--- config.mk ---
export PLATFORM = sky130hd
export DESIGN_NAME = scan_sequencer
export DESIGN_NICKNAME = d
export VERILOG_FILES = /design/src/design/scan_sequencer.sv
export VERILOG_INCLUDE_DIRS = /design/src /design/src/design
export SDC_FILE = /design/constraint.sdc
export NUM_CORES = 1
export LEC_CHECK = 0
export BUFFER_PORTS_ARGS = -buffer_cell sky130_fd_sc_hd__buf_2
export CAP_MARGIN = 10
export CORE_MARGIN = 2
export CORE_UTILIZATION = 50
export CTS_CLUSTER_DIAMETER = 120
export DETAILED_ROUTE_END_ITERATION = 16
export MAX_ROUTING_LAYER = met4
export PLACE_DENSITY = 0.79
export SYNTH_ARGS = -nofsm -noshare
export SYNTH_HDL_FRONTEND = slang
export SYNTH_SLANG_ARGS = --single-unit
export TNS_END_PERCENT = 30
--- constraint.sdc ---
create_clock -name clkvga -period 2.77 [get_ports clkvga]
set_clock_uncertainty 0.2 [all_clocks]
set_input_delay 0.554 -clock clkvga [delete_from_list [all_inputs] [get_ports clkvga]]
set_output_delay 0.554 -clock clkvga [all_outputs]
set_load 0.01 [all_outputs]
--- src/design/scan_config.svh ---
`ifndef SCAN_CONFIG_SVH
`define SCAN_CONFIG_SVH

//////////////////////////////////////////////////////////////////////
// Scan doubler sizing
//////////////////////////////////////////////////////////////////////

// Column address width of one line half
// 10 bits gives 1024 columns per half, 2048 words in the buffer
`define SCAN_ADDR_W 10

// Write column a line must reach before source hsync ends it
// Short pulses below this are treated as glitches
`define SCAN_MIN_LINE 128

// Read columns at the start of each VGA line with hsync low
`define SCAN_HSYNC_COUNT 80

// VGA vsync low time in clkvga cycles, minus one
`define SCAN_VSYNC_COUNT 2743

`endif

--- src/design/scan_sequencer.sv ---
`include "scan_config.svh"

module scan_sequencer (
	input  logic                      clkvga,
	input  logic                      rst_n,
	input  logic                      line_done,
	input  logic [`SCAN_ADDR_W-1:0]   line_len,
	output logic [`SCAN_ADDR_W:0]     rd_addr,
	output logic [`SCAN_ADDR_W-1:0]   rd_col,
	output logic                      dim,
	output logic                      active
);

	// State codes
	localparam logic [1:0] WAIT_LINE = 2'd0;
	localparam logic [1:0] PLAY      = 2'd1;
	localparam logic [1:0] REPLAY    = 2'd2;

	logic [1:0]               state;
	// Half being replayed
	logic                     rd_half;
	// Read column inside the half
	logic [`SCAN_ADDR_W-1:0]  col;
	// Last column of a pass
	logic [`SCAN_ADDR_W-1:0]  last_col;
	logic                     pass_end;

	assign last_col = line_len - 1'b1;
	assign pass_end = (col == last_col);

	//////////////////////////////////////////////////////////////////////
	// Read FSM
	//////////////////////////////////////////////////////////////////////

	// Writer starts in half 0, so the read half starts at 1
	// and toggles in step with it on every line_done
	always_ff @(posedge clkvga or negedge rst_n) begin
		if (!rst_n) begin
			state   <= WAIT_LINE;
			rd_half <= 1'b1;
			col     <= '0;
		end else if (line_done) begin
			// New line stored, replay the half the writer just left
			state   <= PLAY;
			rd_half <= ~rd_half;
			col     <= '0;
		end else begin
			case (state)
				WAIT_LINE: begin
					col <= '0;
				end
				PLAY: begin
					// Full brightness pass
					if (pass_end) begin
						state <= REPLAY;
						col   <= '0;
					end else begin
						col <= col + 1'b1;
					end
				end
				REPLAY: begin
					// Dimmed pass, then loop on the same half
					// in case the next source hsync is late
					if (pass_end) begin
						state <= PLAY;
						col   <= '0;
					end else begin
						col <= col + 1'b1;
					end
				end
				default: begin
					state <= WAIT_LINE;
					col   <= '0;
				end
			endcase
		end
	end

	// Outputs straight from the state registers
	assign rd_addr = {rd_half, col};
	assign rd_col  = col;
	assign dim     = (state == REPLAY);
	assign active  = (state == PLAY) || (state == REPLAY);

endmodule

==> out/results.env <==
CHIPWIDTH_MICRONS=51.06
CRIT_REQUIRED_NS=2.73
POWER.STATIC_LEAKAGE_nW=0.6129
SYN2LAYOUT_AREA_GROWTH_PCT=14.12
SEQ_AREA_FRAC_SYNTH_PCT=29.49
SETUP_TOTAL_NEGATIVE_SLACK_NS=0
ROWS=17
INITIALDRTVIOLATIONCOUNT=20
DP.FINAL_HPWL_MICRONS=1857
SYN-INSTANCE-COUNT=122
R2R_CELLS=7
FINAL-INSTANCE-COUNT-EXCL-FILL=177
DIE_AREA_SQ_MM=0.002607
SYNTH-EDFF-COUNT=0
CTS_MADE_BUFFERS=3
CLOCK_PATH_BUFFERS=2
SYN-MEAN-INSTANCE-AREA_SQ_UM=9.076
AVG_VIAS_PER_CELL=5.356
RSZ0062_AT_GRT='no'
AVGROUTEDWIREPERCELL_MICRONS=13.18
TOP_LEVEL_PORTS=36
DRCVIOLATIONCOUNT=0
ANTENNA_CELLS_INSERTED=0
PWR_DENSITY_CELL_mW_PER_MM2=563.9
AREA.SEQUENTIAL_SQ_UM=326.6
SLEW-LIMIT-HEADROOM_PCT=76.82
TRITONCTS='built'
SYNTH.YOSYS.WARNINGS=0
CRITICAL_PATH.ENDPOINT_TYPE='register'
GRT.OVERFLOW.TOTAL=0
WORSTHOLDPATHTYPE='input pin to register'
SYNTH_XOR_AREA_SHARE_PCT=14.24
CLK-INSERTION-DELAY-LATE_NS=0.28
YOSYS.AREA_SHARE.SIMPLE_PCT=26.33
INITIAL_UTILIZATION_PCT=51.54
SEQUENTIAL_GROUP_SHARE_OF_TOTAL_POWER_PCT=39.6
PATH_CLASS='input pin to register'
RUN_STATUS='finished, final reports clean'
P_CLK_SHARE_PCT=16.7
GLOBALROUTETOTALUTIL_PCT=21.28
POSTROUTEWIRELENGTH_MICRONS=2332
TIGHTEST_SLEW_NS=0.3451
H-TREE-DEPTH=1
CTS_HOLD_REPAIR.BUFFERS=1
MULTI_INPUT_COMB_AREA_SQ_UM=656.9
INITIAL_ANTENNA_VIOLATION_COUNT=0
CORE_REGION_AREA_SQ_MM=0.002148
DRT_PRE_ANTENNA_ITERS=4
CLOCK_PIN_SLEW_REPORTED_FOR_THE_WORST_SETUP_AND_HOLD_PATHS_AFTER_CLOCK_TREE_SYNTHESIS_NS=0.07
SYNTH_TOP_FAMILY_BY_AREA='simple AND/OR/NAND/NOR gates'
GRT_FIRST_PASS_WIRELENGTH_MICRONS=4002
FINALHOLDVIOLATIONS=0
CLOCKROOTBUFFER='sky130_fd_sc_hd__clkbuf_4'
SYNTH_AREA_SQ_MM=0.001107
POSTSYNTH.ASYNCRESETSHARE_PCT=100.0
SYNTH_COMPOUND_GATE_AREA_SHARE_PCT=11.07
MAX_CAPACITANCE_VIOLATION_TOTAL=0
TIMING_MAX_TRANSITION_VIOLATIONS_FINAL=0
NUMBER_OF_CELLS_AFTER_DETAILED_PLACEMENT=172
FIRST_GLOBAL_VIAS=921
PLACE.GP.CONGESTION=0.8276
SETUP_VIOLATIONS=0
WORST_HOLD_PATH.NUM_CELLS=2
NUMBER_OF_NETS_WITH_ANTENNA_VIOLATIONS_AFTER_DETAILED_ROUTING=0
MUX_CELL_AREA_SHARE_AFTER_SYNTHESIS_PCT=0.9040
POSTCTSSETUPREPAIRBUFS=0
CTS-RESIZED-GATES=0
FILL_CELLS=210
COUNT_OF_CLOCK_TREE_SINKS=13
DRIVE_ABOVE_1_SHARE_PCT=34.23
SYNTH_ADDER_AREA_SHARE_PCT=6.780
CRIT_ARRIVAL_NS=2.29
DIE_HEIGHT_MICRONS=51.06
PERIOD_NEEDED_NS=2.335
YS_FF_LATCH=13
P_SWITCHING_mW=0.2817
SYN-NUM-NETS=141
POWER_FRAC_COMB_PCT=43.7
MAX-VDD-IR-DROP_mV=0.4659
POWER_SWITCHING_SHARE_PCT=39.53
NUMBER_OF_PORT_BUFFERS=35
P_INT_mW=0.4309
START_KIND='input pin'
ACHIEVABLE-FREQUENCY_GHz=0.4282
MIN_PERIOD_OVER_PERIOD_PCT=84.30
DR_TOTAL_VIAS=948
FINAL_NETS=169
CP_MAX_FO=8
GRT_MAX_DEGREE=14
YOSYSUNIQUECELLTYPES=38
SYNTHFLOPTYPE='sky130_fd_sc_hd__dfrtp_1'
==> state kept, by name (all words and copies together) (netlist names) <==
signal,cells
rd_col,10
state,2
rd_half,1
==> metal layers <==
layer | GRT usage [%] | up-vias | routed length, microns
met3 | 2.047 | 4 | 95
met1 | 25.05 | 442 | 996
met5 | - | - | 0
li1 | - | 475 | -
met2 | 35.06 | 27 | 1191
met4 | 13.06 | 0 | 48
==> power groups by stage <==
stage / sequential (mW) / combinational (mW) / clock [mW]
3_3_place_gp: 0.285 / 0.300 / 0
6_report: 0.282 / 0.312 / 0.119
3_5_place_dp: 0.285 / 0.312 / 0
5_1_grt: 0.290 / 0.343 / 0.133
4_1_cts: 0.283 / 0.316 / 0.123
2_1_floorplan: 0.281 / 0.233 / 0
==> worst max-delay path, cell delays in order <==
cell                       delay [ns]
sky130_fd_sc_hd__buf_2           0.12
sky130_fd_sc_hd__nor4_1          0.32
sky130_fd_sc_hd__buf_4           0.18
sky130_fd_sc_hd__a31oi_1         0.10
sky130_fd_sc_hd__nor4_1          0.23
sky130_fd_sc_hd__o2111a_1        0.28
sky130_fd_sc_hd__a21boi_2        0.26
sky130_fd_sc_hd__buf_4           0.19
sky130_fd_sc_hd__nor3_1          0.06
==> area by class of cell <==
cell class,instances,area share [%]
Clock buffer,4,2.079
Inverter,5,1.485
Tap cell,28,2.772
Sequential cell,13,25.84
Timing Repair Buffer,38,15.84
Multi-Input combinational cell,89,51.98
==> path summary, 6_finish.rpt <==
| kind | from | end | slack [ns] |
|---|---|---|---|
| hold / removal | line_done | rd_half | 0.30 |
| setup / recovery | line_len[1] | rd_col[9] | 0.43 |
| hold reg to reg | rd_half | rd_half | 0.31 |
| setup reg to reg | rd_col[2] | rd_col[9] | 0.52 |
| max in group asynchronous | rst_n | rd_half | 1.62 |
| min in group asynchronous | rst_n | rd_col[4] | 0.48 |
==> placed cells by master (no fill, tap or decap), drive strengths merged <==
cell type / n
and3: 1
or4: 1
nor3b: 1
inv: 5
o2111a: 1
o311a: 1
buf: 37
nor2: 4
a221o: 2
xnor2: 11
ha: 6
nor2b: 3
nor4: 3
a21o: 1
clkbuf: 4
xor2: 7
dfrtp: 12
nor4b: 1
a21oi: 5
mux2i: 1
a31o: 1
nand2: 6
or2: 1
o21ai: 1
and3b: 1
dfstp: 1
nand3: 7
a31oi: 3
nand2b: 4
nand4: 1
a21boi: 1
and4bb: 1
dlygate4sd3: 1
nor3: 12
or3: 1
==> cells in the mapped netlist, drive strengths merged, types with 2 or more instances <==
cell type  number  share of area [%]
a21oi           5                2.6
a221o           2                1.8
a31oi           3                1.7
buf            13                8.8
clkbuf          2               0.68
dfrtp          12                 27
ha              6                6.8
inv             5                1.7
nand2           6                2.0
nand2b          4                2.3
nand3           7                3.2
nor2            4                1.4
nor2b           3                1.7
nor3           12                5.4
nor4            3                3.1
xnor2          11                8.7
xor2            7                5.5
==> cell families after synthesis <==
group / after synthesis
buffers and inverters: 20
adders and majority gates: 6
AOI/OAI and AO/OA: 16
muxes: 1
and+or+nand+nor: 48
xor gates and xnor gates: 18
DFF: 13
==> per-stage QoR <==
| stage | hold WS (ns) | setup WS [ns] | util (%) | instance area, sq um | power, mW |
|---|---|---|---|---|---|
| after floorplan | 0.05841 | 0.4992 | - | 1107 | 0.5143 |
| after global placement | 0.2524 | 0.2143 | 57.13 | 1227 | 0.5847 |
| after detailed placement | 0.2558 | 0.1282 | 57.13 | 1227 | 0.5965 |
| after CTS | 0.2989 | 0.4300 | 58.82 | 1264 | 0.7210 |
| after global routing | 0.2963 | 0.2802 | 58.82 | 1264 | 0.7660 |
| final | 0.3040 | 0.4349 | 58.82 | 1264 | 0.7127 |
No activity file was read; power rests on OpenSTA's default activity.
