<file path="src/design/scan_config.svh">
`ifndef SCAN_CONFIG_SVH
`define SCAN_CONFIG_SVH

//////////////////////////////////////////////////////////////////////
// Scan doubler sizing
//////////////////////////////////////////////////////////////////////

// Column address width of one line half
// 10 bits gives 1024 columns per half, 2048 words in the buffer
`define SCAN_ADDR_W 10

// Write column a line must reach before source hsync ends it
// Short pulses below this are treated as glitches
`define SCAN_MIN_LINE 128

// Read columns at the start of each VGA line with hsync low
`define SCAN_HSYNC_COUNT 80

// VGA vsync low time in clkvga cycles, minus one
`define SCAN_VSYNC_COUNT 2743

`endif

</file>
<file path="src/design/vsync_timer.sv">
`include "scan_config.svh"

module vsync_timer (
	input  logic clkvga,
	input  logic rst_n,
	input  logic vsync_in_n,
	output logic vsync_vga
);

	// Idle means armed and waiting for a falling source vsync
	localparam logic [15:0] CNT_IDLE = 16'hFFFF;
	// Done means pulse sent, waiting for source vsync to go high
	localparam logic [15:0] CNT_DONE = 16'hFFFE;
	// Last count of the low pulse
	localparam logic [15:0] CNT_LAST = `SCAN_VSYNC_COUNT;

	logic [15:0] cnt;

	//////////////////////////////////////////////////////////////////////
	// Pulse counter
	//////////////////////////////////////////////////////////////////////

	always_ff @(posedge clkvga or negedge rst_n) begin
		if (!rst_n) begin
			cnt       <= CNT_IDLE;
			vsync_vga <= 1'b1;
		end else if (cnt == CNT_IDLE) begin
			// First low sample starts the pulse
			if (!vsync_in_n) begin
				cnt       <= '0;
				vsync_vga <= 1'b0;
			end
		end else if (cnt == CNT_DONE) begin
			// Rearm only once the source vsync is over
			if (vsync_in_n) begin
				cnt <= CNT_IDLE;
			end
		end else if (cnt == CNT_LAST) begin
			vsync_vga <= 1'b1;
			cnt       <= CNT_DONE;
		end else begin
			// Keeps running even if source vsync ends early
			cnt <= cnt + 1'b1;
		end
	end

endmodule

</file>
<file path="config.mk">
export PLATFORM = sky130hd
export DESIGN_NAME = vsync_timer
export DESIGN_NICKNAME = d
export VERILOG_FILES = /design/src/design/vsync_timer.sv
export VERILOG_INCLUDE_DIRS = /design/src /design/src/design
export SDC_FILE = /design/constraint.sdc
export NUM_CORES = 1
export LEC_CHECK = 0
export BUFFER_PORTS_ARGS = -buffer_cell sky130_fd_sc_hd__buf_2
export CAP_MARGIN = 10
export CORE_MARGIN = 1
export CORE_UTILIZATION = 40
export CTS_CLUSTER_DIAMETER = 60
export CTS_CLUSTER_SIZE = 20
export DETAILED_ROUTE_END_ITERATION = 12
export GPL_TIMING_DRIVEN = 0
export HOLD_SLACK_MARGIN = 0.03
export SYNTH_ARGS = -nofsm -noshare
export SYNTH_HDL_FRONTEND = slang
export SYNTH_SLANG_ARGS = --single-unit
</file>
<file path="constraint.sdc">
create_clock -name clkvga -period 4.7 [get_ports clkvga]
set_input_delay 0 -clock clkvga [delete_from_list [all_inputs] [get_ports clkvga]]
set_output_delay 0 -clock clkvga [all_outputs]
set_load 0.01 [all_outputs]
</file>
==> impl_results.html <==
<table>
<tr><th>Metric</th><th>Value</th></tr>
<tr><th colspan="2">Outcome</th></tr>
<tr><td>Result of the run</td><td>complete, no violations</td></tr>
<tr><th colspan="2">Cells and area</th></tr>
<tr><td>Antenna diode count</td><td>0</td></tr>
<tr><td>Number of nets in the layout</td><td>between 100 and 150</td></tr>
<tr><td>Final core occ</td><td>0.475</td></tr>
<tr><td>Post-route cell area</td><td>~1200 µm²</td></tr>
<tr><td>Syn-to-layout area delta</td><td>8.91%</td></tr>
<tr><td>Fraction of layout cells with a size suffix above 1</td><td>0.254</td></tr>
<tr><th colspan="2">Power</th></tr>
<tr><td>Worst vdd rail ir drop</td><td>144 µV</td></tr>
<tr><td>Leak</td><td>0.000434 µW</td></tr>
<tr><td>Total power</td><td>about 230 µW</td></tr>
<tr><td>Pwr per Cell Area</td><td>around 190 nW/µm²</td></tr>
<tr><th colspan="2">Synthesis</th></tr>
<tr><td>Number of instances in the synthesized netlist</td><td>~120</td></tr>
<tr><td>Adder and majority cell fraction of the synthesized area</td><td>0.0225</td></tr>
<tr><td>Count of distinct cell types in the synthesized netlist</td><td>33</td></tr>
<tr><td>Synth Area in Simple Gates</td><td>0.300</td></tr>
<tr><td>FFs w/ async S/R, synth</td><td>1.00</td></tr>
<tr><td>Xor and xnor fraction of the mapped netlist area</td><td>0.0947</td></tr>
<tr><td>Compound-cell area share of the yosys netlist</td><td>0.138</td></tr>
<tr><td>EDFF count, synth</td><td>0</td></tr>
<tr><td>Top flip-flop cell by instance count after synthesis</td><td>sky130_fd_sc_hd__dfstp_2</td></tr>
<tr><td>Proportion of netlist area held by the largest area contributor</td><td>0.402</td></tr>
<tr><td>Netlist area before placement</td><td>about 1100 µm²</td></tr>
<tr><td>Post-Syn Area per Cell</td><td>around 9.2 µm²</td></tr>
<tr><td>Synthesized net count</td><td>~130</td></tr>
<tr><td>Sequential area share after synthesis</td><td>0.402</td></tr>
<tr><td>Yosys reg bits</td><td>17</td></tr>
<tr><td>Library cell with the highest instance count after synthesis</td><td>sky130_fd_sc_hd__nand2_1</td></tr>
<tr><td>Multiplexer share of the synthesized area</td><td>0</td></tr>
<tr><td>Post-synthesis cell type with the largest combined area</td><td>sky130_fd_sc_hd__dfstp_2</td></tr>
<tr><td>Dominant combinational cell family by area after synthesis</td><td>simple AND/OR/NAND/NOR gates</td></tr>
<tr><td>Yosys Warn Count</td><td>0</td></tr>
<tr><td>Commonest cells in the synthesized netlist</td><td>sky130_fd_sc_hd__nand2_1, sky130_fd_sc_hd__dfstp_2, sky130_fd_sc_hd__a21oi_1, sky130_fd_sc_hd__xnor2_1, sky130_fd_sc_hd__o21ai_0</td></tr>
<tr><td>Top post-synthesis cells by area</td><td>sky130_fd_sc_hd__dfstp_2, sky130_fd_sc_hd__xnor2_1, sky130_fd_sc_hd__nand2_1</td></tr>
<tr><th colspan="2">Floorplan</th></tr>
<tr><td>Top-level port count</td><td>4</td></tr>
<tr><td>Core ar.</td><td>between 2000 and 3000 µm²</td></tr>
<tr><td>Initial standard-cell utilization of the core</td><td>0.436</td></tr>
<tr><td>Row count</td><td>18</td></tr>
<tr><td>Horizontal die dimension</td><td>around 55 µm</td></tr>
<tr><td>Area of the die</td><td>2990 µm²</td></tr>
<tr><td>Die H</td><td>roughly 55 µm</td></tr>
<tr><th colspan="2">Drt</th></tr>
<tr><td>Drt first pass iters</td><td>4</td></tr>
<tr><td>Drt first-iter violations</td><td>18</td></tr>
<tr><td>Remaining number of nets flagged by the antenna check after routing</td><td>0</td></tr>
<tr><td>Post-detailed-route DRC marker count</td><td>0</td></tr>
<tr><td>Wire per inst</td><td>~15 µm</td></tr>
<tr><td>Sum of routed wire length over all layers</td><td>between 2000 and 2500 µm</td></tr>
<tr><td>Total number of vias</td><td>just over 900</td></tr>
<tr><td>Number of vias per cell after detailed routing</td><td>approximately 5.7</td></tr>
<tr><th colspan="2">Critical path</th></tr>
<tr><td>Slowest cell on crit path</td><td>sky130_fd_sc_hd__dfstp_2</td></tr>
<tr><td>Arrival time at the worst endpoint</td><td>~2200 ps</td></tr>
<tr><td>Max stage delay on crit path</td><td>about 600 ps</td></tr>
<tr><td>Critical Setup Path Class</td><td>flip-flop to flip-flop</td></tr>
<tr><td>Critical Path RT</td><td>between 4000 and 5000 ps</td></tr>
<tr><td>Critical Path, Cell by Cell</td><td>nand4_2, nor4_1, nand3_1, o21ai_0, nand2_1</td></tr>
<tr><td>Top cell family by delay on the critical path</td><td>simple AND/OR/NAND/NOR gates</td></tr>
<tr><td>Capturing element type of the critical path</td><td>flip-flop</td></tr>
<tr><td>Critical Path Start Type</td><td>flip-flop</td></tr>
<tr><td>Maximum fanout along the worst path</td><td>7</td></tr>
<tr><td>WP buf/inv</td><td>0</td></tr>
<tr><th colspan="2">Clock tree</th></tr>
<tr><td>Source-to-sink clock delay at the later pin of the worst-skew pair</td><td>roughly 300 ps</td></tr>
<tr><td>Number of gates resized after CTS</td><td>0</td></tr>
<tr><td>Level count of the clock H-tree</td><td>1</td></tr>
<tr><td>Longest Clk Path Bufs</td><td>2</td></tr>
<tr><td>TritonCTS clock tree</td><td>built</td></tr>
<tr><td>Clock-pin transition on the worst setup and hold timing paths</td><td>100 ps</td></tr>
<tr><td>Clock sink total</td><td>17</td></tr>
<tr><td>Inserted Clock Buffers</td><td>3</td></tr>
<tr><td>Cell at the root of the clock tree</td><td>sky130_fd_sc_hd__clkbuf_4</td></tr>
<tr><th colspan="2">Placed design</th></tr>
<tr><td>Gp weighted congestion</td><td>just under 0.9</td></tr>
<tr><td>HPWL after DPL</td><td>approximately 1700 µm</td></tr>
<tr><td>Buffers added on ports</td><td>3</td></tr>
<tr><td>Area after DPL</td><td>around 1200 µm²</td></tr>
<tr><th colspan="2">STA</th></tr>
<tr><td>Unrepaired setup endpoints after global routing</td><td>no</td></tr>
<tr><td>Headroom to the max-slew limit</td><td>0.591</td></tr>
<tr><td>Worst Clk Skew</td><td>approximately 11 ps</td></tr>
<tr><td>Setup Viol. Count Final</td><td>0</td></tr>
<tr><td>Hold Violations, Final</td><td>0</td></tr>
<tr><td>Number of max-slew violations in the final report</td><td>0</td></tr>
<tr><td>Accumulated negative setup slack</td><td>0 ps</td></tr>
<tr><td>Fmax</td><td>0.506 GHz</td></tr>
<tr><td>Fin crit share</td><td>0.420</td></tr>
<tr><td>Post-route minimum period</td><td>roughly 2000 ps</td></tr>
<tr><td>Least-Margin Pin Slew</td><td>607 ps</td></tr>
<tr><th colspan="2">Hold path</th></tr>
<tr><td>Hold Crit Class</td><td>input port to asynchronous set/reset pin</td></tr>
<tr><th colspan="2">Run</th></tr>
<tr><td>Number of maximum-capacitance constraint violations</td><td>0</td></tr>
<tr><th colspan="2">GRT</th></tr>
<tr><td>Number of antenna violations at the first check in global routing</td><td>0</td></tr>
<tr><td>Wire length of the first global-routing pass</td><td>between 4000 and 5000 µm</td></tr>
<tr><td>Maximum number of pins on one net before global-route repair</td><td>18</td></tr>
<tr><td>Number of global-route vias before repair</td><td>893</td></tr>
<tr><td>Total overflow reported by the global router</td><td>0</td></tr>
<tr><td>All-Layer GR Usage</td><td>0.201</td></tr>
</table>
registers in the layout, indices dropped and copies added, names as in the netlist:
signal and count:
cnt 16, vsync_vga 1
repair_timing:
action	in CTS	in global routing
hold buffers	2	0
endpoints found under the hold margin	18	0
setup buffers	0	0
worst register-to-register path: stages, from the launching register on:
cell	delay (ps)
sky130_fd_sc_hd__dfstp_2	600
sky130_fd_sc_hd__nand4_2	150
sky130_fd_sc_hd__nor4_1	580
sky130_fd_sc_hd__nand3_1	340
sky130_fd_sc_hd__o21ai_0	170
sky130_fd_sc_hd__nand2_1	70
report_power, final:
group	switching, µW	leakage [µW]	internal, µW	total [µW]
clock network	46.4	0.0000150	33.1	79.4
logic	4.26	0.000241	2.46	6.72
registers	0	0.000178	147	147
total	50.6	0.000434	183	233
path summary, 6_finish.rpt:
kind / endpoint / start / cells past startpoint / slack [ps]
setup / recovery: cnt[5] / cnt[7] / 5 / 2730
setup reg to reg: cnt[5] / cnt[7] / 5 / 2730
hold reg to reg: vsync_vga / vsync_vga / 2 / 480
min in group clkvga: vsync_vga / vsync_vga / 2 / 480
max in group asynchronous: cnt[12] / rst_n / 2 / 4230
hold / removal: cnt[4] / rst_n / 2 / 430
final cells by class:
| cell class | count | area (µm²) |
|---|---|---|
| plain buffers | 4 | 36.3 |
| fillers | 257 | 1340 |
| multi-input cells | 97 | 616 |
| flip-flops and latches | 17 | 447 |
| well taps | 30 | 37.5 |
| inverters | 3 | 11.3 |
| repair buffers | 5 | 35.0 |
| clock buffers | 4 | 26.3 |
layout by cell type (no fill, tap or decap), types with 2 or more instances in the layout:
master | synthesis | routed
sky130_fd_sc_hd__nor4b_1 | 2 | 2
sky130_fd_sc_hd__xnor2_1 | 11 | 11
sky130_fd_sc_hd__nor2_1 | 6 | 6
sky130_fd_sc_hd__dlygate4sd3_1 | 0 | 2
sky130_fd_sc_hd__inv_1 | 3 | 3
sky130_fd_sc_hd__clkbuf_4 | 0 | 3
sky130_fd_sc_hd__nand4_1 | 4 | 4
sky130_fd_sc_hd__a21oi_1 | 11 | 11
sky130_fd_sc_hd__nand4_4 | 2 | 2
sky130_fd_sc_hd__nand2_1 | 23 | 23
sky130_fd_sc_hd__nor3_1 | 3 | 3
sky130_fd_sc_hd__buf_2 | 0 | 3
sky130_fd_sc_hd__nand3_1 | 3 | 3
sky130_fd_sc_hd__dfstp_2 | 17 | 17
sky130_fd_sc_hd__nor4_1 | 4 | 4
sky130_fd_sc_hd__and3_1 | 2 | 2
sky130_fd_sc_hd__ha_1 | 2 | 2
sky130_fd_sc_hd__o21ai_0 | 9 | 9
sky130_fd_sc_hd__a31oi_1 | 2 | 2
sky130_fd_sc_hd__clkbuf_1 | 1 | 2
logic make-up (layout without fill, tap and decap cells):
family          after synthesis  in the layout
xor+xnor                     12             12
buf+inv                       7             16
simple gates                 57             57
fa+ha+maj                     2              2
flops                        17             17
compound gates               26             26
metrics by stage:
step                hold WS (ps)  worst slack [ps]  instances
CTS                          448              2740        160
floorplan                   -148              3050        121
finish                       425              2730        160
global placement             232              2790        154
detailed placement           236              2740        154
global route                 488              2480        160
per-layer routing:
layer  vias to the layer above  GRT usage  share of wire  wire, µm
met5                         -          0              0         0
met2                        11      0.319           0.46      1090
met4                         0     0.0556         0.0084        20
met1                       442      0.261           0.50      1190
met3                         2     0.0611          0.028        67
li1                        454          -              -         -
Power figures use the tool's default switching activity.
