**src/design/scan_config.svh**
```systemverilog
`ifndef SCAN_CONFIG_SVH
`define SCAN_CONFIG_SVH

//////////////////////////////////////////////////////////////////////
// Scan doubler sizing
//////////////////////////////////////////////////////////////////////

// Column address width of one line half
// 10 bits gives 1024 columns per half, 2048 words in the buffer
`define SCAN_ADDR_W 10

// Write column a line must reach before source hsync ends it
// Short pulses below this are treated as glitches
`define SCAN_MIN_LINE 128

// Read columns at the start of each VGA line with hsync low
`define SCAN_HSYNC_COUNT 80

// VGA vsync low time in clkvga cycles, minus one
`define SCAN_VSYNC_COUNT 2743

`endif

```
**src/design/scan_pkg.sv**
```systemverilog
package scan_pkg;

	//////////////////////////////////////////////////////////////////////
	// Pixel formats
	//////////////////////////////////////////////////////////////////////

	// One retro pixel, 3 bits per channel
	// Field order keeps red in the top bits of the word
	typedef struct packed {
		logic [2:0] r;
		logic [2:0] g;
		logic [2:0] b;
	} rgb_t;

	// Same 9-bit word seen two ways
	// Raw view for the line memory
	// Channel view for packing and dimming
	typedef union packed {
		logic [8:0] raw;
		rgb_t       rgb;
	} pixel_word_u;

endpackage

```
**src/design/line_writer.sv**
```systemverilog
`include "scan_config.svh"

module line_writer (
	input  logic                      clkvga,
	input  logic                      rst_n,
	input  logic [2:0]                r_in,
	input  logic [2:0]                g_in,
	input  logic [2:0]                b_in,
	input  logic                      pix_valid,
	input  logic                      hsync_in_n,
	output logic                      wr_en,
	output logic [`SCAN_ADDR_W:0]     wr_addr,
	output scan_pkg::pixel_word_u     wr_data,
	output logic [`SCAN_ADDR_W-1:0]   line_len,
	output logic                      line_done
);

	// Shortest line that a source hsync may close
	localparam logic [`SCAN_ADDR_W-1:0] MIN_COL = `SCAN_MIN_LINE;

	// Half currently being filled
	logic wr_half;
	// Next write column inside that half
	logic [`SCAN_ADDR_W-1:0] col;
	// Accepted end of a source line
	logic line_end;

	// Hsync only counts once the line is long enough
	assign line_end = ~hsync_in_n && (col >= MIN_COL);

	//////////////////////////////////////////////////////////////////////
	// Column and half tracking
	//////////////////////////////////////////////////////////////////////

	always_ff @(posedge clkvga or negedge rst_n) begin
		if (!rst_n) begin
			wr_half   <= 1'b0;
			col       <= '0;
			wr_en     <= 1'b0;
			line_done <= 1'b0;
			line_len  <= '0;
		end else begin
			// Write strobe trails the pixel strobe by one cycle
			wr_en     <= pix_valid;
			line_done <= line_end;
			if (line_end) begin
				// Column count is the pixel count of the finished line
				line_len <= col;
				col      <= '0;
				wr_half  <= ~wr_half;
			end else if (pix_valid) begin
				col <= col + 1'b1;
			end
		end
	end

	// Address and pixel word captured alongside wr_en
	always_ff @(posedge clkvga) begin
		wr_addr         <= {wr_half, col};
		wr_data.rgb.r   <= r_in;
		wr_data.rgb.g   <= g_in;
		wr_data.rgb.b   <= b_in;
	end

endmodule

```
**config.mk**
```make
export PLATFORM = sky130hd
export DESIGN_NAME = line_writer
export DESIGN_NICKNAME = d
export VERILOG_FILES = /design/src/design/scan_pkg.sv /design/src/design/line_writer.sv
export VERILOG_INCLUDE_DIRS = /design/src /design/src/design
export SDC_FILE = /design/constraint.sdc
export NUM_CORES = 1
export LEC_CHECK = 0
export ABC_AREA = 1
export BUFFER_PORTS_ARGS = -buffer_cell sky130_fd_sc_hd__buf_2
export CAP_MARGIN = 20
export CELL_PAD_IN_SITES_DETAIL_PLACEMENT = 0
export CELL_PAD_IN_SITES_GLOBAL_PLACEMENT = 1
export CORE_ASPECT_RATIO = 0.9
export CORE_MARGIN = 1
export CORE_UTILIZATION = 37
export DETAILED_ROUTE_END_ITERATION = 6
export PLACE_DENSITY_LB_ADDON = 0.1
export SETUP_SLACK_MARGIN = 0.4
export SLEW_MARGIN = 10
export SYNTH_ARGS = -nofsm -noshare
export SYNTH_HDL_FRONTEND = slang
export SYNTH_SLANG_ARGS = --single-unit
export TNS_END_PERCENT = 1
```
**constraint.sdc**
```tcl
create_clock -name clkvga -period 1.3 [get_ports clkvga]
set_input_delay 0.13 -clock clkvga [delete_from_list [all_inputs] [get_ports clkvga]]
set_output_delay 0.13 -clock clkvga [all_outputs]
set_load 0.01 [all_outputs]
```
==> results of run 1 <==
-- sequential cells by signal (all words and copies together), names as in the netlist --
register	count
line_len	10
wr_addr	11
line_done	1
wr_half	1
col	10
wr_data	9
wr_en	1
-- power by group --
group          internal [mW]  leakage, nW  switching [mW]
clock network          0.483       0.0505           0.434
registers               1.62        0.467           0.158
logic                  0.360        0.485           0.409
total                   2.46         1.00            1.00
-- routing by layer --
layer | vias up | global-route usage, % | part of all wire, % | routed length (µm)
met2 | 31 | 23.8 | 46 | 1260
met4 | 0 | 9.12 | 1.6 | 44
li1 | 543 | - | - | -
met1 | 484 | 19.1 | 48 | 1300
met3 | 5 | 4.58 | 5.0 | 137
met5 | - | 0 | 0 | 0
-- cell usage in the layout (no fill, tap or decap) --
cell	instances
nand4_1	1
dfxtp_1	20
nand2_2	3
buf_2	44
o21ai_2	1
inv_1	13
a21oi_1	6
o21ai_0	8
clkbuf_8	7
inv_2	1
nor3_1	2
nand3_2	1
nand2_1	25
o21ai_1	2
nor2_4	1
ha_2	1
dfrtp_1	23
nor3b_1	1
ha_1	1
clkinvlp_4	1
xnor2_1	1
nor2_2	1
nand3_1	5
dlygate4sd3_1	10
nor2_1	12
buf_4	9
-- path summary, 6_finish.rpt --
| kind | start | to | slack [ns] | cells after the start |
|---|---|---|---|---|
| min in group asynchronous | rst_n | line_len[2]$_DFFE_PN0P_ | 0.35 | 2 |
| min | pix_valid | wr_en$_DFF_PN0_ | 0.04 | 1 |
| min reg2reg | wr_half$_DFFE_PN0P_ | wr_addr[10]$_DFF_P_ | 0.40 | 0 |
| max reg2reg | col[1]$_DFFE_PN0P_ | col[4]$_DFFE_PN0P_ | 0.14 | 6 |
| max | col[1]$_DFFE_PN0P_ | col[4]$_DFFE_PN0P_ | 0.14 | 6 |
| max in group asynchronous | rst_n | col[7]$_DFFE_PN0P_ | 0.60 | 2 |
-- stage by stage --
| stage | power (mW) | setup WS [ns] | hold slack [ns] | cell area [µm²] |
|---|---|---|---|---|
| after global placement | 2.47 | 0.141 | 0.146 | 1700 |
| after CTS | 3.50 | 0.118 | 0.0284 | 1920 |
| after floorplan | 2.16 | 0.199 | -0.166 | 1400 |
| after global routing | 3.68 | 0.0439 | 0.0253 | 1930 |
| final | 3.46 | 0.137 | 0.0391 | 1930 |
| after detailed placement | 2.49 | 0.0593 | 0.146 | 1700 |
-- cell type report --
type                    count  area, µm²  share of cell area, %
flip-flops and latches     43        976                   50.5
repair buffers             63        388                   20.1
multi-input cells          72        359                   18.6
clock buffers               7       96.3                   4.98
well taps                  44       55.1                   2.85
inverters                  14       52.6                   2.72
clock inverters             1       7.51                  0.388
-- critical path: stages, from the launching register on --
cell and delay (ns):
dfrtp_1 0.38, ha_2 0.21, nand2_1 0.06, nor2_2 0.13
buf_4 0.13, a21oi_1 0.05, nor3_1 0.12
-- cells by family after synthesis --
family	count (synthesis)
AND/OR/NAND/NOR	52
flip-flops	43
AO/OA/AOI/OAI	17
buffers and inverters	16
adder cells (fa/ha/maj)	2
XOR/XNOR	1
-- timing repair --
action                     4_1_cts  5_1_grt
setup buffers                    3        1
gates resized for setup          0        1
pin swaps                        0        2
hold endpoints to repair        32        0
hold buffers                    10        0
setup endpoints to repair       34       34
==> reports/metrics.yaml, run 1 <==
drv_slew: 0
finalSetupTns_ns: 0
power_leakage_nw: 1.00
fin_crit_sh_pct: 89.4
drive_gt1_share_pct: 35.0
synth_xor_area_share_pct: 0.628
first_pass_iters: 4
ant_nets: 0
drc: 0
final_core_util_pct: 55.6
cts_tree: "built"
gr-usage-all-layers_pct: 15.4
synth_top_area_share_pct: 41.3
peakVddDrop_mv: 0.982
via_per_inst: 4.36
rsz0062_at_grt: "true"
hold_class: "primary input to register"
finalClockSkew_ns: 0.00562
finalCriticalPeriod_ns: 1.16
async_flop_share_pct: 53.5
start_util_pct: 40.1
synth_nets: 146
yosys.area.top_type: "dfrtp_1"
syn_to_final_growth_pct: 38.7
die_h_um: 60.3
cap_violations: 0
core_um2: 3480
wl_per_cell_um: 11.2
synth_compound_area_share_pct: 6.37
path_max_fanout: 3
worst_pin_slew_ns: 0.521
final_cells: 244
wl_mm: 2.74
setup_viol: 0
relSlewSlack_pct: 65.2
max-clock-path-buffers: 2
crit_path_start_kind: "register"
dieWidth_um: 66.7
synthCells: 131
ys_warn_count: 0
hold_violations: 0
path_class: "register to register"
grt_antenna_before_repair: 0
required_ns: 1.51
via_count: 1063
yosysMostFrequentCell: "nand2_1"
grt_pass1_wl_mm: 4.35
grt_pass1_vias: 968
ios: 45
cts_root_buf: "clkbuf_8"
p_per_area_nw_per_um2: 1790
yosys-top-cells-area: "dfrtp_1 41%, dfxtp_1 29%, nand2_1 7.0%"
fin_nets: 214
cts_made_buffers: 5
fillerInstances: 310
netlist_area_um2: 1400
worstSetupEndpointType: "register"
yosys.area_share.simple_pct: 16.6
die_area_um2: 4020
rows: 20
ys_seq_area_share_pct: 70.0
avgSynthCellArea_um2: 10.6
n_antenna_cell: 0
synthMuxAreaShare_pct: 0
port-buffer-count: 44
max_freq_mhz: 860
synth_common_cells: "26 x nand2_1, 23 x dfrtp_1, 20 x dfxtp_1"
grt-ovfl-total: 0
status: "finished clean"
synth_cell_types: 22
synth_edf_count: 0
htreeDepth: 2
synthAdderAreaFrac_pct: 1.79
clock_sinks: 43
place_hpwl_mm: 1.86
drtIter0Drc: 55
path_clk_slew_ns: 0.08
grt_max_degree: 24
ys.flop_type: "dfrtp_1"
clkLatencyLatePin_ns: 0.29
synth-seq-cells: 43
cp.arrival_ns: 1.37
routabilityCongestion: 0.747
place_inst: 222
synth_top_family_by_area: "simple AND/OR/NAND/NOR gates"
Power figures use the tool's default switching activity.
==> run 2, diff against run 1 <==
--- a/config.mk
+++ b/config.mk
@@ -9,13 +9,11 @@
 export ABC_AREA = 1
 export BUFFER_PORTS_ARGS = -buffer_cell sky130_fd_sc_hd__buf_2
 export CAP_MARGIN = 20
-export CELL_PAD_IN_SITES_DETAIL_PLACEMENT = 0
-export CELL_PAD_IN_SITES_GLOBAL_PLACEMENT = 1
 export CORE_ASPECT_RATIO = 0.9
 export CORE_MARGIN = 1
-export CORE_UTILIZATION = 37
+export CORE_UTILIZATION = 45
 export DETAILED_ROUTE_END_ITERATION = 6
-export PLACE_DENSITY_LB_ADDON = 0.1
+export PLACE_DENSITY = 0.72
 export SETUP_SLACK_MARGIN = 0.4
 export SLEW_MARGIN = 10
 export SYNTH_ARGS = -nofsm -noshare
==> run 2 against run 1 <==
  * First-iteration DRC count is 29% lower
  * Setup slack worse by 0.011 ns
  * Flip-flop and latch count is the same
  * Worst hold slack gained 0.073 ns
  * Die area fell by 17%
  * Non-clock buffer count grew 3
  * Global-route usage grew 2.2 points
  * Register-to-register slack about the same
  * Clock power down 32%
  * Largest power group unchanged
==> reports/metrics.yaml, run 2 (same netlist as run 1, synthesis figures left out) <==
fin_crit_sh_pct: 90.2  # was 89.4%
final_cells: 243  # was 244
drive_gt1_share_pct: 36.9  # was 35.0%
finalClockSkew_ns: 0.00429  # was 0.00562 ns
routabilityCongestion: 0.767  # was 0.747
die_area_um2: 3330  # was 4020 µm²
mostFrequentLayoutCells: "44 x buf_2, 24 x nand2_1, 23 x dfrtp_1"  # was 44 x buf_2, 25 x nand2_1, 23 x dfrtp_1
p_per_area_nw_per_um2: 1660  # was 1790 nW/µm²
cp_slowest_cell: "dfrtp_1"  # unchanged
largest_reg_flops: 11  # unchanged
r2r_setup_slack_ns: 0.13  # was 0.14 ns
ios: 45  # unchanged
via_count: 1074  # was 1063
setup_viol: 0  # unchanged
rows: 18  # was 20
hold_class: "primary input to register"  # unchanged
clkLatencyLatePin_ns: 0.35  # was 0.29 ns
cpMostUsedCell: "nand2_2"
p_clk_share_pct: 19.5  # was 26.5%
drc: 0  # unchanged
wl_mm: 2.55  # was 2.74 mm
finalCriticalPeriod_ns: 1.17  # was 1.16 ns
die_h_um: 54.8  # was 60.3 µm
finalSetupTns_ns: 0  # unchanged
crit_family: "flip-flops"  # unchanged
crit_path_start_kind: "register"  # unchanged
pwr-share-comb_pct: 25.2  # was 22.2%
peakVddDrop_mv: 1.04  # was 0.982 mV
switching_share_pct: 31.3  # was 28.9%
path_max_fanout: 3  # unchanged
reg2reg_depth: 7  # was 6
path_depth: 7  # was 6
cts_made_buffers: 5  # unchanged
cts_root_buf: "clkbuf_4"  # was clkbuf_8
grt_max_degree: 24  # unchanged
multiInputGateArea_um2: 374  # was 359 µm²
path_class: "register to register"  # unchanged
hold_end: "col[0]$_DFFE_PN0P_"  # was wr_en$_DFF_PN0_
htreeDepth: 2  # unchanged
max_freq_mhz: 852  # was 860 MHz
rsz0062_at_grt: "true"  # unchanged
worst_pin_slew_ns: 0.504  # was 0.521 ns
reg_top3: "wr_addr: 11 flops, col: 10 flops, line_len: 10 flops"  # unchanged
top_register: "wr_addr"  # unchanged
via_per_inst: 4.42  # was 4.36
hold_violations: 0  # unchanged
wl_per_cell_um: 10.5  # was 11.2 µm
port-buffer-count: 44  # unchanged
reg2reg_to: "col[6]$_DFFE_PN0P_"  # was col[4]$_DFFE_PN0P_
cp_num_buf_inv: 1  # unchanged
max-clock-path-buffers: 2  # unchanged
ant_nets: 0  # unchanged
cap_violations: 0  # unchanged
place_hpwl_mm: 1.75  # was 1.86 mm
required_ns: 1.59  # was 1.51 ns
cts_tree: "built"  # unchanged
critPathMaxStageDelay_ns: 0.40  # was 0.38 ns
grt-ovfl-total: 0  # unchanged
internal_power_mw: 2.20  # was 2.46 mW
start_util_pct: 49.2  # was 40.1%
syn_to_final_growth_pct: 38.3  # was 38.7%
pwr-share-seq_pct: 55.3  # was 51.3%
p_sw_mw: 1.01  # was 1.00 mW
cp.arrival_ns: 1.46  # was 1.37 ns
dieWidth_um: 60.7  # was 66.7 µm
ff_latch_area_um2: 976  # unchanged
grt_antenna_before_repair: 0  # unchanged
first_pass_iters: 4  # unchanged
worstSetupEndpointType: "register"  # unchanged
place_inst: 216  # was 222
fillerInstances: 235  # was 310
fin_nets: 217  # was 214
clock_sinks: 43  # unchanged
status: "finished clean"  # unchanged
whs_ns: 0.112  # was 0.0391 ns
grt_pass1_wl_mm: 4.04  # was 4.35 mm
hold_path_depth: 3  # was 1
gr-usage-all-layers_pct: 17.6  # was 15.4%
grt_pass1_vias: 921  # was 968
drv_slew: 0  # unchanged
rr_startpoint: "col[1]$_DFFE_PN0P_"  # unchanged
core_um2: 2840  # was 3480 µm²
hp-start: "pix_valid"  # unchanged
final_common_cell: "buf_2"  # unchanged
critical_path.cell_chain: "ha_2 -> nand2_2 -> nor2_4 -> nand2_2 -> o21ai_2 -> inv_1 -> nor2_1"  # was ha_2 -> nand2_1 -> nor2_2 -> buf_4 -> a21oi_1 -> nor3_1
path_clk_slew_ns: 0.12  # was 0.08 ns
relSlewSlack_pct: 66.4  # was 65.2%
drtIter0Drc: 39  # was 55
power_leakage_nw: 1.00  # about the same
n_antenna_cell: 0  # unchanged
==> run 2: stage by stage <==
stage	setup WS (ns)	utilization, %	area, µm²	power (mW)
floorplan	0.199	-	1400	2.16
global placement	0.129	59.1	1680	2.46
detailed placement	0.0857	59.1	1680	2.49
CTS	0.139	67.3	1910	3.23
global route	0.0406	68.0	1930	3.42
finish	0.127	68.0	1930	3.21
==> run 2: worst reg2reg max path: stages (launching register included) <==
cell and delay, ns:
dfrtp_1 0.40, ha_2 0.21, nand2_2 0.06, nor2_4 0.13, nand2_2 0.07, o21ai_2 0.13, inv_1 0.04, nor2_1 0.07
==> run 2: repair_timing <==
action,CTS,global route
setup buffers,5,2
gates resized for setup,6,2
pin swaps,3,2
hold buffers,12,0
endpoints found under the hold margin,36,0
endpoints found under the setup margin,54,54
==> run 2: cell type report <==
type	instances	area share, %
clock buffers	5	1.95
multi-input cells	72	19.4
flip-flops and latches	43	50.6
inverters	14	2.72
repair buffers	66	21.7
clock inverters	3	1.04
well taps	40	2.59
==> run 2: worst max-delay path by stage <==
stage,startpoint,end,slack (ns)
final,col[1]$_DFFE_PN0P_,col[6]$_DFFE_PN0P_,0.13
after global routing,col[1]$_DFFE_PN0P_,col[6]$_DFFE_PN0P_,0.04
after CTS,col[1]$_DFFE_PN0P_,col[6]$_DFFE_PN0P_,0.14
after detailed placement,col[0]$_DFFE_PN0P_,col[8]$_DFFE_PN0P_,0.09
after global placement,col[0]$_DFFE_PN0P_,col[8]$_DFFE_PN0P_,0.13
after floorplan,col[0]$_DFFE_PN0P_,col[6]$_DFFE_PN0P_,0.20
==> run 2: routing by layer <==
metal / track usage (%) / vias up / wire length [µm] / part of all wire [%]
met1: 22.4 / 497 / 1190 / 47
met4: 9.09 / 0 / 58 / 2.3
li1: - / 552 / - / -
met5: 0 / - / 0 / 0
met2: 26.6 / 20 / 1180 / 46
met3: 6.38 / 5 / 118 / 4.6
==> run 2: power groups by stage <==
stage | logic, mW | clock network (mW) | registers, mW
6_report | 0.809 | 0.627 | 1.77
4_1_cts | 0.807 | 0.644 | 1.78
2_1_floorplan | 0.272 | 0 | 1.89
3_5_place_dp | 0.678 | 0 | 1.81
3_3_place_gp | 0.664 | 0 | 1.79
5_1_grt | 0.911 | 0.698 | 1.81
==> run 3, diff against run 2 <==
--- a/config.mk
+++ b/config.mk
@@ -11,9 +11,9 @@
 export CAP_MARGIN = 20
 export CORE_ASPECT_RATIO = 0.9
 export CORE_MARGIN = 1
-export CORE_UTILIZATION = 45
+export CORE_UTILIZATION = 41
 export DETAILED_ROUTE_END_ITERATION = 6
-export PLACE_DENSITY = 0.72
+export PLACE_DENSITY = 0.67
 export SETUP_SLACK_MARGIN = 0.4
 export SLEW_MARGIN = 10
 export SYNTH_ARGS = -nofsm -noshare
==> constraint.sdc (replaced) <==
create_clock -name clkvga -period 1.3 [get_ports clkvga]
set_input_delay 0.13 -clock clkvga [delete_from_list [all_inputs] [get_ports clkvga]]
set_output_delay 0.13 -clock clkvga [all_outputs]
set_load 0.02 [all_outputs]
==> run 3 against run 2 <==
  * Sequential share of layout area is 1.5 points lower
  * Critical path type unchanged
  * Count of clock-buffer cells in the layout is 3 higher
  * Register-to-register slack worse by 0.02 ns
  * Core utilization is 4.6 points lower
  * Worst hold slack worse by 0.054 ns
  * Highest routed layer unchanged
  * Critical path depth is 1 lower
  * Design area is 3.0% higher
  * Cell count stayed put
  * Die area is 9.4% higher
  * Fmax is 1.3% lower
  * Setup slack worse by 0.016 ns
==> reports/metrics.yaml, run 3 (same netlist as run 1, synthesis figures left out) <==
place_hpwl_mm: 1.83  # was 1.75 mm
first_pass_iters: 4  # unchanged
cap_violations: 0  # unchanged
drive_gt1_share_pct: 38.8  # was 36.9%
path_max_fanout: 6  # was 3
routabilityCongestion: 0.768  # was 0.767
core_um2: 3140  # was 2840 µm²
die_h_um: 57.3  # was 54.8 µm
grt_max_degree: 24  # unchanged
power_leakage_nw: 1.02  # was 1.00 nW
critPathMaxStageDelay_ns: 0.39  # was 0.40 ns
cp.arrival_ns: 1.41  # was 1.46 ns
p_per_area_nw_per_um2: 1850  # was 1660 nW/µm²
fin_nets: 215  # was 217
power_mw: 3.68  # was 3.21 mW
reg_top3: "wr_addr: 11 flops, col: 10 flops, line_len: 10 flops"  # unchanged
ant_nets: 0  # unchanged
cts_root_buf: "clkbuf_8"  # was clkbuf_4
hold_violations: 0  # unchanged
n_antenna_cell: 0  # unchanged
relSlewSlack_pct: 65.8  # was 66.4%
clock_sinks: 43  # unchanged
syn_to_final_growth_pct: 42.5  # was 38.3%
hold_class: "primary input to register"  # unchanged
finalClockSkew_ns: 0.00447  # was 0.00429 ns
grt_antenna_before_repair: 0  # unchanged
drv_slew: 0  # unchanged
status: "finished clean"  # unchanged
htreeDepth: 2  # unchanged
wl_per_cell_um: 11.7  # was 10.5 µm
crit_path_start_kind: "register"  # unchanged
wl_mm: 2.84  # was 2.55 mm
via_per_inst: 4.45  # was 4.42
finalCriticalPeriod_ns: 1.19  # was 1.17 ns
dieWidth_um: 63.5  # was 60.7 µm
clkLatencyLatePin_ns: 0.29  # was 0.35 ns
peakVddDrop_mv: 1.11  # was 1.04 mV
drtIter0Drc: 54  # was 39
cp_slowest_cell: "dfrtp_1"  # unchanged
finalSetupTns_ns: 0  # unchanged
place_inst: 218  # was 216
final_cells: 243  # unchanged
setup_viol: 0  # unchanged
mostFrequentLayoutCells: "44 x buf_2, 23 x dfrtp_1, 22 x nand2_1"  # was 44 x buf_2, 24 x nand2_1, 23 x dfrtp_1
max-clock-path-buffers: 2  # unchanged
fin_crit_sh_pct: 91.5  # was 90.2%
largest_reg_flops: 11  # unchanged
rsz0062_at_grt: "true"  # unchanged
max_freq_mhz: 841  # was 852 MHz
ios: 45  # unchanged
path_clk_slew_ns: 0.07  # was 0.12 ns
path_class: "register to register"  # unchanged
port-buffer-count: 44  # unchanged
grt-ovfl-total: 0  # unchanged
cts_made_buffers: 5  # unchanged
required_ns: 1.52  # was 1.59 ns
fillerInstances: 265  # was 235
top_register: "wr_addr"  # unchanged
via_count: 1081  # was 1074
final_common_cell: "buf_2"  # unchanged
grt_pass1_vias: 1005  # was 921
drc: 0  # unchanged
grt_pass1_wl_mm: 4.54  # was 4.04 mm
rows: 19  # was 18
critical_path.cell_chain: "buf_4 -> nand2_2 -> nor2_4 -> buf_6 -> o21ai_0 -> a21oi_1"  # was ha_2 -> nand2_2 -> nor2_4 -> nand2_2 -> o21ai_2 -> inv_1 -> nor2_1
gr-usage-all-layers_pct: 16.7  # was 17.6%
cts_tree: "built"  # unchanged
worstSetupEndpointType: "register"  # unchanged
die_area_um2: 3640  # was 3330 µm²
worst_pin_slew_ns: 0.512  # was 0.504 ns
start_util_pct: 44.5  # was 49.2%
[run 3: worst max-delay path, delay by kind of cell (launching register included)]
family                 cells  cell delay (ns)
AO/OA/AOI/OAI              2             0.17
buffers and inverters      2             0.28
flip-flops                 1             0.39
AND/OR/NAND/NOR            2             0.27
[run 3: cell type report]
class	count	area, µm²	share of cell area [%]
clock buffers	8	100	5.03
well taps	42	52.6	2.64
inverters	14	52.6	2.64
repair buffers	64	407	20.5
multi-input cells	72	400	20.1
flip-flops and latches	43	976	49.1
[run 3: worst paths after layout]
path	from	endpoint	slack, ns	depth (start not counted)
max	col[0]$_DFFE_PN0P_	col[3]$_DFFE_PN0P_	0.11	6
min	pix_valid	wr_en$_DFF_PN0_	0.06	1
max reg2reg	col[0]$_DFFE_PN0P_	col[3]$_DFFE_PN0P_	0.11	6
min reg2reg	col[7]$_DFFE_PN0P_	wr_addr[7]$_DFF_P_	0.40	0
max in group asynchronous	rst_n	line_len[1]$_DFFE_PN0P_	0.61	2
min in group asynchronous	rst_n	line_len[8]$_DFFE_PN0P_	0.34	2
[run 3: what timing repair did]
action / 4_1_cts / 5_1_grt
resized for setup: 8 / 7
setup endpoints to repair: 36 / 49
endpoints found under the hold margin: 32 / 0
cloned: 0 / 0
pin swaps: 4 / 4
hold buffers: 10 / 0
setup buffers: 6 / 1
[run 3: power by group]
part	internal, mW	switching, mW
Sequential	1.62	0.171
Combinational	0.388	0.604
Clock	0.484	0.416
Total	2.49	1.19
[run 3: through the flow]
stage | area [µm²] | setup slack [ns] | util, % | hold slack (ns)
global route | 1990 | 0.0342 | 63.4 | 0.0556
detailed placement | 1680 | 0.0360 | 53.5 | 0.138
finish | 1990 | 0.111 | 63.4 | 0.0580
CTS | 1950 | 0.145 | 62.2 | 0.0509
floorplan | 1400 | 0.199 | - | -0.166
global placement | 1680 | 0.117 | 53.5 | 0.133
[run 3: layer usage]
layer | wire, µm | track usage [%] | up-vias
li1 | - | - | 547
met1 | 1330 | 22.5 | 503
met2 | 1340 | 24.5 | 23
met3 | 104 | 4.20 | 8
met4 | 68 | 9.74 | 0
met5 | 0 | 0 | -
